File: src/gtePkg.sv
// Shared definitions for the coprocessor data register file
// Register numbers, word widths and the two views of a CPU word
package gtePkg;

	// ------------------------------------------------------------------------
	// Widths
	// ------------------------------------------------------------------------
	localparam int WordBits  = 32;   // CPU bus word
	localparam int HalfBits  = 16;   // One coordinate or IR value
	localparam int ColorBits = 5;    // One 5:5:5 channel
	localparam int CountBits = 6;    // Leading count, 1..32

	// Data register numbers seen by the CPU
	typedef enum logic [4:0] {
		RegVxy0 = 5'd0,
		RegVz0  = 5'd1,
		RegVxy1 = 5'd2,
		RegVz1  = 5'd3,
		RegVxy2 = 5'd4,
		RegVz2  = 5'd5,
		RegIr1  = 5'd9,
		RegIr2  = 5'd10,
		RegIr3  = 5'd11,
		RegSxy0 = 5'd12,
		RegSxy1 = 5'd13,
		RegSxy2 = 5'd14,
		RegSxyP = 5'd15,   // Push into screen FIFO
		RegIrgb = 5'd28,
		RegOrgb = 5'd29,   // Read only
		RegLzcs = 5'd30,
		RegLzcr = 5'd31    // Read only
	} regId_t;

	typedef logic signed [HalfBits-1:0] half_t;

	// Packed colour, red in the low bits
	typedef struct packed {
		logic [WordBits-3*ColorBits-1:0] unused;
		logic [ColorBits-1:0]            b;
		logic [ColorBits-1:0]            g;
		logic [ColorBits-1:0]            r;
	} rgb15_t;

	typedef struct packed {
		half_t y;   // High half
		half_t x;   // Low half
	} xyPair_t;

	// Same CPU word seen as coordinates or as colour
	typedef union packed {
		xyPair_t xy;
		rgb15_t  rgb;
	} gteWord_t;

	typedef logic [CountBits-1:0] count_t;

endpackage

File: src/gteWriteDecode.sv
// Write decoder of the data register file
// Turns the CPU strobe and register number into one enable per register
`timescale 1ns/1ps

module gteWriteDecode (
	input  logic           i_writeReg,
	input  gtePkg::regId_t i_regId,
	output logic [2:0]     o_wrVxy,
	output logic [2:0]     o_wrVz,
	output logic [2:0]     o_wrSxy,
	output logic           o_pushSxy,
	output logic [2:0]     o_wrIr,
	output logic           o_wrIrgb,
	output logic           o_wrLzcs
);
	import gtePkg::*;

	// ------------------------------------------------------------------------
	// Input vectors
	// ------------------------------------------------------------------------
	assign o_wrVxy[0] = i_writeReg & (i_regId == RegVxy0);
	assign o_wrVxy[1] = i_writeReg & (i_regId == RegVxy1);
	assign o_wrVxy[2] = i_writeReg & (i_regId == RegVxy2);
	assign o_wrVz[0]  = i_writeReg & (i_regId == RegVz0);   // Z from low half
	assign o_wrVz[1]  = i_writeReg & (i_regId == RegVz1);
	assign o_wrVz[2]  = i_writeReg & (i_regId == RegVz2);

	// Screen FIFO, direct entries and push
	assign o_wrSxy[0] = i_writeReg & (i_regId == RegSxy0);
	assign o_wrSxy[1] = i_writeReg & (i_regId == RegSxy1);
	assign o_wrSxy[2] = i_writeReg & (i_regId == RegSxy2);
	assign o_pushSxy  = i_writeReg & (i_regId == RegSxyP);  // Never with a direct write

	// ------------------------------------------------------------------------
	// IR and lead counter
	// ------------------------------------------------------------------------
	assign o_wrIr[0]  = i_writeReg & (i_regId == RegIr1);
	assign o_wrIr[1]  = i_writeReg & (i_regId == RegIr2);
	assign o_wrIr[2]  = i_writeReg & (i_regId == RegIr3);
	assign o_wrIrgb   = i_writeReg & (i_regId == RegIrgb);  // Loads all three IR

	// ORGB and LZCR are read only and have no enable
	assign o_wrLzcs   = i_writeReg & (i_regId == RegLzcs);

endmodule

File: src/gteVectorRegs.sv
// Input vector storage V0..V2
// XY written as one word, Z from the low half of its own write
`timescale 1ns/1ps

module gteVectorRegs (
	input  logic              i_clk,
	input  logic              i_rstN,
	input  logic [2:0]        i_wrVxy,
	input  logic [2:0]        i_wrVz,
	input  gtePkg::gteWord_t  i_dataIn,
	output gtePkg::xyPair_t   o_vxy [3],
	output gtePkg::half_t     o_vz  [3]
);
	import gtePkg::*;

	// ------------------------------------------------------------------------
	// Vector registers
	// ------------------------------------------------------------------------
	always_ff @(posedge i_clk) begin
		if (!i_rstN) begin
			for (int i = 0; i < 3; i++) begin
				o_vxy[i] <= '0;
				o_vz[i]  <= '0;
			end
		end else begin
			for (int i = 0; i < 3; i++) begin
				// Y from the high half, X from the low half
				if (i_wrVxy[i])
					o_vxy[i] <= i_dataIn.xy;
				if (i_wrVz[i])
					o_vz[i] <= i_dataIn.xy.x;   // Upper half ignored
			end
		end
	end

endmodule

File: src/gteScreenFifo.sv
// Three-entry screen XY FIFO
// Entries are written directly or shifted down by a push through SXYP
`timescale 1ns/1ps

module gteScreenFifo (
	input  logic             i_clk,
	input  logic             i_rstN,
	input  logic [2:0]       i_wrSxy,
	input  logic             i_pushSxy,
	input  gtePkg::gteWord_t i_dataIn,
	output gtePkg::xyPair_t  o_sxy [3]
);
	import gtePkg::*;

	xyPair_t sxyReg [3];    // Entry 2 is the newest

	// ------------------------------------------------------------------------
	// FIFO update
	// ------------------------------------------------------------------------
	always_ff @(posedge i_clk) begin
		if (!i_rstN) begin
			for (int i = 0; i < 3; i++)
				sxyReg[i] <= '0;
		end else if (i_pushSxy) begin
			// Oldest entry drops out
			sxyReg[0] <= sxyReg[1];
			sxyReg[1] <= sxyReg[2];
			sxyReg[2] <= i_dataIn.xy;
		end else begin
			for (int i = 0; i < 3; i++) begin
				if (i_wrSxy[i])
					sxyReg[i] <= i_dataIn.xy;   // Direct replace
			end
		end
	end

	assign o_sxy = sxyReg;

endmodule

File: src/gteIrRegs.sv
// IR1..IR3 storage with the packed colour write and saturated readback
// IRGB expands 5:5:5 into the IR registers, o_rgb squeezes them back
`timescale 1ns/1ps

module gteIrRegs (
	input  logic             i_clk,
	input  logic             i_rstN,
	input  logic [2:0]       i_wrIr,
	input  logic             i_wrIrgb,
	input  gtePkg::gteWord_t i_dataIn,
	output gtePkg::half_t    o_ir [3],
	output gtePkg::rgb15_t   o_rgb
);
	import gtePkg::*;

	localparam int    ChanShift = 7;             // Channel sits at IR bits 11..7
	localparam half_t SatLimit  = 16'sh0F80;     // First value that clips to 31

	half_t irReg [3];

	// Channel into IR position, zeros elsewhere
	function automatic half_t expandChan(input logic [ColorBits-1:0] c);
		return {{(HalfBits-ColorBits-ChanShift){1'b0}}, c, {ChanShift{1'b0}}};
	endfunction

	// IR back to a 5-bit channel
	function automatic logic [ColorBits-1:0] satChan(input half_t v);
		if (v < 0)
			return '0;                           // Negative clips to black
		else if (v >= SatLimit)
			return '1;                           // Full scale
		return v[ChanShift+ColorBits-1:ChanShift];
	endfunction

	// ------------------------------------------------------------------------
	// Registers
	// ------------------------------------------------------------------------
	always_ff @(posedge i_clk) begin
		if (!i_rstN) begin
			for (int i = 0; i < 3; i++)
				irReg[i] <= '0;
		end else if (i_wrIrgb) begin
			irReg[0] <= expandChan(i_dataIn.rgb.r);   // IR1
			irReg[1] <= expandChan(i_dataIn.rgb.g);   // IR2
			irReg[2] <= expandChan(i_dataIn.rgb.b);   // IR3
		end else begin
			for (int i = 0; i < 3; i++) begin
				if (i_wrIr[i])
					irReg[i] <= i_dataIn.xy.x;
			end
		end
	end

	assign o_ir = irReg;

	// Saturated colour, shared by IRGB and ORGB reads
	always_comb begin
		o_rgb   = '0;
		o_rgb.r = satChan(irReg[0]);
		o_rgb.g = satChan(irReg[1]);
		o_rgb.b = satChan(irReg[2]);
	end

endmodule

File: src/gteLeadCount.sv
// Leading sign-bit counter
// Holds LZCS and counts its leading bits equal to the sign, 1..WordWidth
`timescale 1ns/1ps

module gteLeadCount #(
	parameter int WordWidth = 32
) (
	input  logic             i_clk,
	input  logic             i_rstN,
	input  logic             i_wrLzcs,
	input  gtePkg::gteWord_t i_dataIn,
	output gtePkg::gteWord_t o_lzcs,
	output gtePkg::count_t   o_count
);
	import gtePkg::*;

	logic [WordWidth-1:0] lzcsReg;
	logic                 hitDiff;   // First bit unlike the sign seen
	count_t               leadCnt;

	always_ff @(posedge i_clk) begin
		if (!i_rstN)
			lzcsReg <= '0;
		else if (i_wrLzcs)
			lzcsReg <= i_dataIn;
	end

	// ------------------------------------------------------------------------
	// Count from the MSB, sign bit itself counts as one
	// ------------------------------------------------------------------------
	always_comb begin
		hitDiff = 1'b0;
		leadCnt = count_t'(1);
		for (int i = WordWidth - 2; i >= 0; i--) begin
			if (lzcsReg[i] != lzcsReg[WordWidth-1])
				hitDiff = 1'b1;
			if (!hitDiff)
				leadCnt = leadCnt + 1'b1;   // Zero and all-ones reach WordWidth
		end
	end

	assign o_lzcs  = lzcsReg;
	assign o_count = leadCnt;

endmodule

File: src/gteReadMux.sv
// CPU read multiplexer of the data register file
// Purely combinational from the register number and current contents
`timescale 1ns/1ps

module gteReadMux (
	input  gtePkg::regId_t   i_regId,
	input  gtePkg::xyPair_t  i_vxy [3],
	input  gtePkg::half_t    i_vz  [3],
	input  gtePkg::xyPair_t  i_sxy [3],
	input  gtePkg::half_t    i_ir  [3],
	input  gtePkg::rgb15_t   i_rgb,
	input  gtePkg::gteWord_t i_lzcs,
	input  gtePkg::count_t   i_count,
	output gtePkg::gteWord_t o_dataOut
);
	import gtePkg::*;

	// Signed 16-bit value to a full word
	function automatic gteWord_t sext(input half_t v);
		return {{(WordBits-HalfBits){v[HalfBits-1]}}, v};
	endfunction

	// ------------------------------------------------------------------------
	// Read select
	// ------------------------------------------------------------------------
	always_comb begin
		o_dataOut = '0;   // Unlisted numbers read zero
		case (i_regId)
			RegVxy0 : o_dataOut.xy = i_vxy[0];
			RegVz0  : o_dataOut    = sext(i_vz[0]);
			RegVxy1 : o_dataOut.xy = i_vxy[1];
			RegVz1  : o_dataOut    = sext(i_vz[1]);
			RegVxy2 : o_dataOut.xy = i_vxy[2];
			RegVz2  : o_dataOut    = sext(i_vz[2]);
			RegIr1  : o_dataOut    = sext(i_ir[0]);
			RegIr2  : o_dataOut    = sext(i_ir[1]);
			RegIr3  : o_dataOut    = sext(i_ir[2]);
			RegSxy0 : o_dataOut.xy = i_sxy[0];
			RegSxy1 : o_dataOut.xy = i_sxy[1];
			RegSxy2,
			RegSxyP : o_dataOut.xy = i_sxy[2];   // SXYP mirrors newest entry
			RegIrgb,
			RegOrgb : begin
				// Colour zero-extended, high bits stay clear
				o_dataOut.rgb.r = i_rgb.r;
				o_dataOut.rgb.g = i_rgb.g;
				o_dataOut.rgb.b = i_rgb.b;
			end
			RegLzcs : o_dataOut    = i_lzcs;
			RegLzcr : o_dataOut    = WordBits'(i_count);
			default : o_dataOut    = '0;
		endcase
	end

endmodule

File: src/gteRegFile.sv
// Top of the CPU-side data register file
// Write strobe and register number in, combinational read word out
`timescale 1ns/1ps

module gteRegFile (
	input  logic             i_clk,
	input  logic             i_rstN,
	input  logic             i_writeReg,
	input  gtePkg::regId_t   i_regId,
	input  gtePkg::gteWord_t i_dataIn,
	output gtePkg::gteWord_t o_dataOut
);
	import gtePkg::*;

	// Write enables
	logic [2:0] wrVxy, wrVz, wrSxy, wrIr;
	logic       pushSxy, wrIrgb, wrLzcs;

	// Register contents towards the read side
	xyPair_t    vxy [3];
	half_t      vz  [3];
	xyPair_t    sxy [3];
	half_t      ir  [3];
	rgb15_t     rgb;
	gteWord_t   lzcs;
	count_t     leadCount;

	// ------------------------------------------------------------------------
	// Input side
	// ------------------------------------------------------------------------
	gteWriteDecode gteWriteDecode_inst (
		.i_writeReg(i_writeReg), .i_regId(i_regId),
		.o_wrVxy(wrVxy), .o_wrVz(wrVz), .o_wrSxy(wrSxy), .o_pushSxy(pushSxy),
		.o_wrIr(wrIr), .o_wrIrgb(wrIrgb), .o_wrLzcs(wrLzcs)
	);

	// Storage
	gteVectorRegs gteVectorRegs_inst (
		.i_clk(i_clk), .i_rstN(i_rstN), .i_wrVxy(wrVxy), .i_wrVz(wrVz),
		.i_dataIn(i_dataIn), .o_vxy(vxy), .o_vz(vz)
	);
	gteScreenFifo gteScreenFifo_inst (
		.i_clk(i_clk), .i_rstN(i_rstN), .i_wrSxy(wrSxy), .i_pushSxy(pushSxy),
		.i_dataIn(i_dataIn), .o_sxy(sxy)
	);
	gteIrRegs gteIrRegs_inst (
		.i_clk(i_clk), .i_rstN(i_rstN), .i_wrIr(wrIr), .i_wrIrgb(wrIrgb),
		.i_dataIn(i_dataIn), .o_ir(ir), .o_rgb(rgb)
	);
	gteLeadCount #(.WordWidth(WordBits)) gteLeadCount_inst (
		.i_clk(i_clk), .i_rstN(i_rstN), .i_wrLzcs(wrLzcs),
		.i_dataIn(i_dataIn), .o_lzcs(lzcs), .o_count(leadCount)
	);

	// ------------------------------------------------------------------------
	// Output side
	// ------------------------------------------------------------------------
	gteReadMux gteReadMux_inst (
		.i_regId(i_regId), .i_vxy(vxy), .i_vz(vz), .i_sxy(sxy), .i_ir(ir),
		.i_rgb(rgb), .i_lzcs(lzcs), .i_count(leadCount), .o_dataOut(o_dataOut)
	);

endmodule

File: config.mk
export PLATFORM = sky130hd
export DESIGN_NAME = gteRegFile
export DESIGN_NICKNAME = d
export VERILOG_FILES = /design/src/gtePkg.sv /design/src/gteWriteDecode.sv /design/src/gteVectorRegs.sv /design/src/gteScreenFifo.sv /design/src/gteIrRegs.sv /design/src/gteLeadCount.sv /design/src/gteReadMux.sv /design/src/gteRegFile.sv
export SDC_FILE = /design/constraint.sdc
export NUM_CORES = 1
export LEC_CHECK = 0
export BUFFER_PORTS_ARGS = -buffer_cell sky130_fd_sc_hd__buf_4
export CAP_MARGIN = 10
export CORE_MARGIN = 2
export CORE_UTILIZATION = 45
export DETAILED_ROUTE_END_ITERATION = 10
export SYNTH_ARGS = -nofsm -noshare
export SYNTH_HDL_FRONTEND = slang
export SYNTH_SLANG_ARGS = --single-unit
File: constraint.sdc
create_clock -name i_clk -period 17 [get_ports i_clk]
set_input_delay 0.85 -clock i_clk [delete_from_list [all_inputs] [get_ports i_clk]]
set_output_delay 0.85 -clock i_clk [all_outputs]
set_load 0.05 [all_outputs]
==> results.json <==
{
  "worstMarginPinSlew_ns": 1.12,
  "avgSynthCellArea_um2": 7.57,
  "cts_buffers": 37,
  "drt_iter0_drc": 2137,
  "gp_congestion": 0.886,
  "port_buffers": 71,
  "p_leak_uw": 0.00817,
  "path_common_cell": "ha_1",
  "initial_utilization": 0.457,
  "slowest_stage": "a21oi_1",
  "start_kind": "register",
  "root_buffer": "clkbuf_16",
  "wl_um": 65600,
  "die_h_um": 208,
  "power_density_nw_per_um2": 179,
  "finalPower_uw": 3670,
  "crit_fanout": 7,
  "netlist_area_um2": 18700,
  "grt.busiest_layer": "met2",
  "coreArea_um2": 40900,
  "post_cts_buffers": 0,
  "grt_pass1_wl_um": 101000,
  "synth_edf_count": 0,
  "drc": 0,
  "rows": 74,
  "grt_pass1_vias": 17100,
  "drive_gt1_frac": 0.0871,
  "cts.sinks": 320,
  "drv_cap": 0,
  "fin_skew_ns": 0.0122,
  "cp.required_ns": 16.15,
  "hold_violations": 0,
  "drt_pass1_iterations": 7,
  "grt_use_met3": 0.0513,
  "final.min_clock_period_ns": 15.72,
  "synthFlopType": "dfxtp_1",
  "tns_ns": 0,
  "fin_crit_sh": 0.925,
  "grt_util_met1": 0.394,
  "dp.cells": 2894,
  "holdBufCountCts": 0,
  "crit_path_end_kind": "primary output",
  "multiInputGateArea_um2": 11500,
  "cts_tree": "done",
  "io_pins": 72,
  "synth_cell_types": 82,
  "vias": 18400,
  "final_cells": 2954,
  "htreeDepth": 2,
  "layout.nets": 2468,
  "area_delta_synth_final_pct": 10.0,
  "hpwl_um": 41500,
  "wl_per_cell_um": 22.2,
  "drv_slew": 0,
  "clock_latency_ns": 0.56,
  "outcome": "finished, final reports clean",
  "diodes": 0,
  "async_flop_share": 0,
  "syn_inst": 2470,
  "clk_pin_slew_worst_paths_ns": 0.06,
  "grt.overflow.total": 0,
  "drtAntennaViolNets": 0,
  "max-slew-margin-rel": 0.251,
  "syn_nets": 2537,
  "reg2reg_depth": 3,
  "rsz0062_at_grt": "no",
  "grt.total_usage": 0.295,
  "fmax_ghz": 0.0636,
  "max_stage_delay_ns": 0.51,
  "seq_area_um2": 6410,
  "ir_drop_mv": 0.198,
  "use_met2": 0.477,
  "grt_max_degree": 111,
  "vias_per_cell": 6.21,
  "synth_warnings": 0,
  "critPathArrivalTime_ns": 14.87,
  "antenna_found_initial": 0,
  "rrSetupSlack_ns": 15.53,
  "fp.dieW_um": 208,
  "setup_viol": 0,
  "critical_path_class": "reg2out",
  "clock_path_buffers": 3,
  "hold_depth": 2,
  "ys_ff_latch": 320,
  "holdCritPathClass": "reg2reg",
  "yosysSeqAreaShare": 0.343,
  "ctsResizeCount": 0,
  "die-area_um2": 43200,
  "nFillCells": 3955
}
cells by family after synthesis:
kind of cell / share of synthesized area
AOI/OAI and AO/OA: 0.252
DFF: 0.343
and+or+nand+nor: 0.268
xor gates and xnor gates: 0.0437
adders and majority gates: 0.0191
buffers and inverters: 0.0458
muxes: 0.0294
where the power goes:
group | internal (uW) | switching [uW]
registers | 758 | 6.74
clock network | 466 | 320
logic | 918 | 1210
total | 2140 | 1530
routing by layer:
layer	wire (um)	vias to the layer above
li1	-	8589
met1	28000	8824
met2	30000	820
met3	5540	123
met4	2010	0
met5	0	-
cell type report:
cell class | instances | area share
inverter | 17 | 0.00310
tap | 532 | 0.0323
clock buffer | 55 | 0.0542
sequential | 320 | 0.311
clock inverter | 5 | 0.00274
multi-input combinational | 1923 | 0.559
timing repair buffer | 102 | 0.0374
final timing paths:
kind | startpoint | to
setup / recovery | gteLeadCount_inst.o_lzcs[28] | o_dataOut[5]
hold / removal | gteIrRegs_inst.o_ir[33] | gteIrRegs_inst.o_ir[33]
setup reg to reg | gteLeadCount_inst.o_lzcs[31] | gteLeadCount_inst.o_lzcs[31]
hold reg to reg | gteIrRegs_inst.o_ir[33] | gteIrRegs_inst.o_ir[33]
metrics by stage:
stage / hold slack, ns / util / area [um2] / setup slack (ns)
detailed placement: 0.449 / 0.474 / 19400 / 1.97
finish: 0.460 / 0.503 / 20600 / 1.28
CTS: 0.456 / 0.503 / 20600 / 1.32
floorplan: 0.436 / - / 18700 / 2.70
global route: 0.481 / 0.503 / 20600 / 0.293
global placement: 0.443 / 0.474 / 19400 / 2.45
sequential cells by signal (all words and copies together), names as in the netlist:
signal                    cells
gteVectorRegs_inst.o_vz      48
gteIrRegs_inst.o_ir          48
gteScreenFifo_inst.o_sxy     96
gteVectorRegs_inst.o_vxy     96
gteLeadCount_inst.o_lzcs     32
synth_stat cells (7+ instances only):
library cell | count | area, um2
a211oi_1 | 10 | 75.1
a21boi_0 | 213 | 1600
a21o_1 | 10 | 75.1
a21oi_1 | 80 | 400
a221oi_1 | 16 | 140
a222oi_1 | 51 | 510
a22oi_1 | 22 | 165
and2_1 | 20 | 125
and3_1 | 15 | 93.8
buf_1 | 14 | 52.6
clkbuf_1 | 193 | 724
dfxtp_1 | 320 | 6410
ha_1 | 27 | 338
inv_1 | 17 | 63.8
mux2_2 | 15 | 169
mux2i_1 | 38 | 380
nand2_1 | 716 | 2690
nand2b_1 | 8 | 50.1
nand3_1 | 176 | 881
nand4_1 | 28 | 175
nor2_1 | 85 | 319
nor2b_1 | 7 | 43.8
nor3_1 | 25 | 125
nor4_1 | 7 | 43.8
o211a_1 | 82 | 821
o211ai_1 | 9 | 67.6
o21ai_0 | 53 | 265
o22ai_1 | 10 | 62.6
or2_2 | 12 | 75.1
or3_1 | 16 | 100
xnor2_1 | 42 | 368
xor2_1 | 20 | 175
critical path: cells and delay by family, from the launching register on:
family          cells  cell delay [ns]
compound gates     24             4.76
fa+ha+maj          14             4.14
simple gates       22             3.25
mux                 6             0.93
xor+xnor            3             0.53
flops               1             0.43
buf+inv             2             0.30
placed cells by master, fill, tap and decap left out, types with 9 or more instances in the layout:
master	count
nand2_1	715
mux2i_1	38
or3_1	16
a21o_1	10
a222oi_1	51
clkbuf_16	39
and3_1	15
nand4_1	28
nand3_1	176
ha_1	27
a21oi_1	80
buf_4	101
xnor2_1	42
a221oi_1	16
o22ai_1	10
a21boi_0	213
nor3_1	24
nor2_1	81
o211a_1	82
xor2_1	20
a211oi_1	10
and2_1	22
a22oi_1	22
inv_1	17
or2_2	12
dfxtp_1	319
o211ai_1	9
mux2_2	15
o21ai_0	53
(Power assumes the default switching activity.)
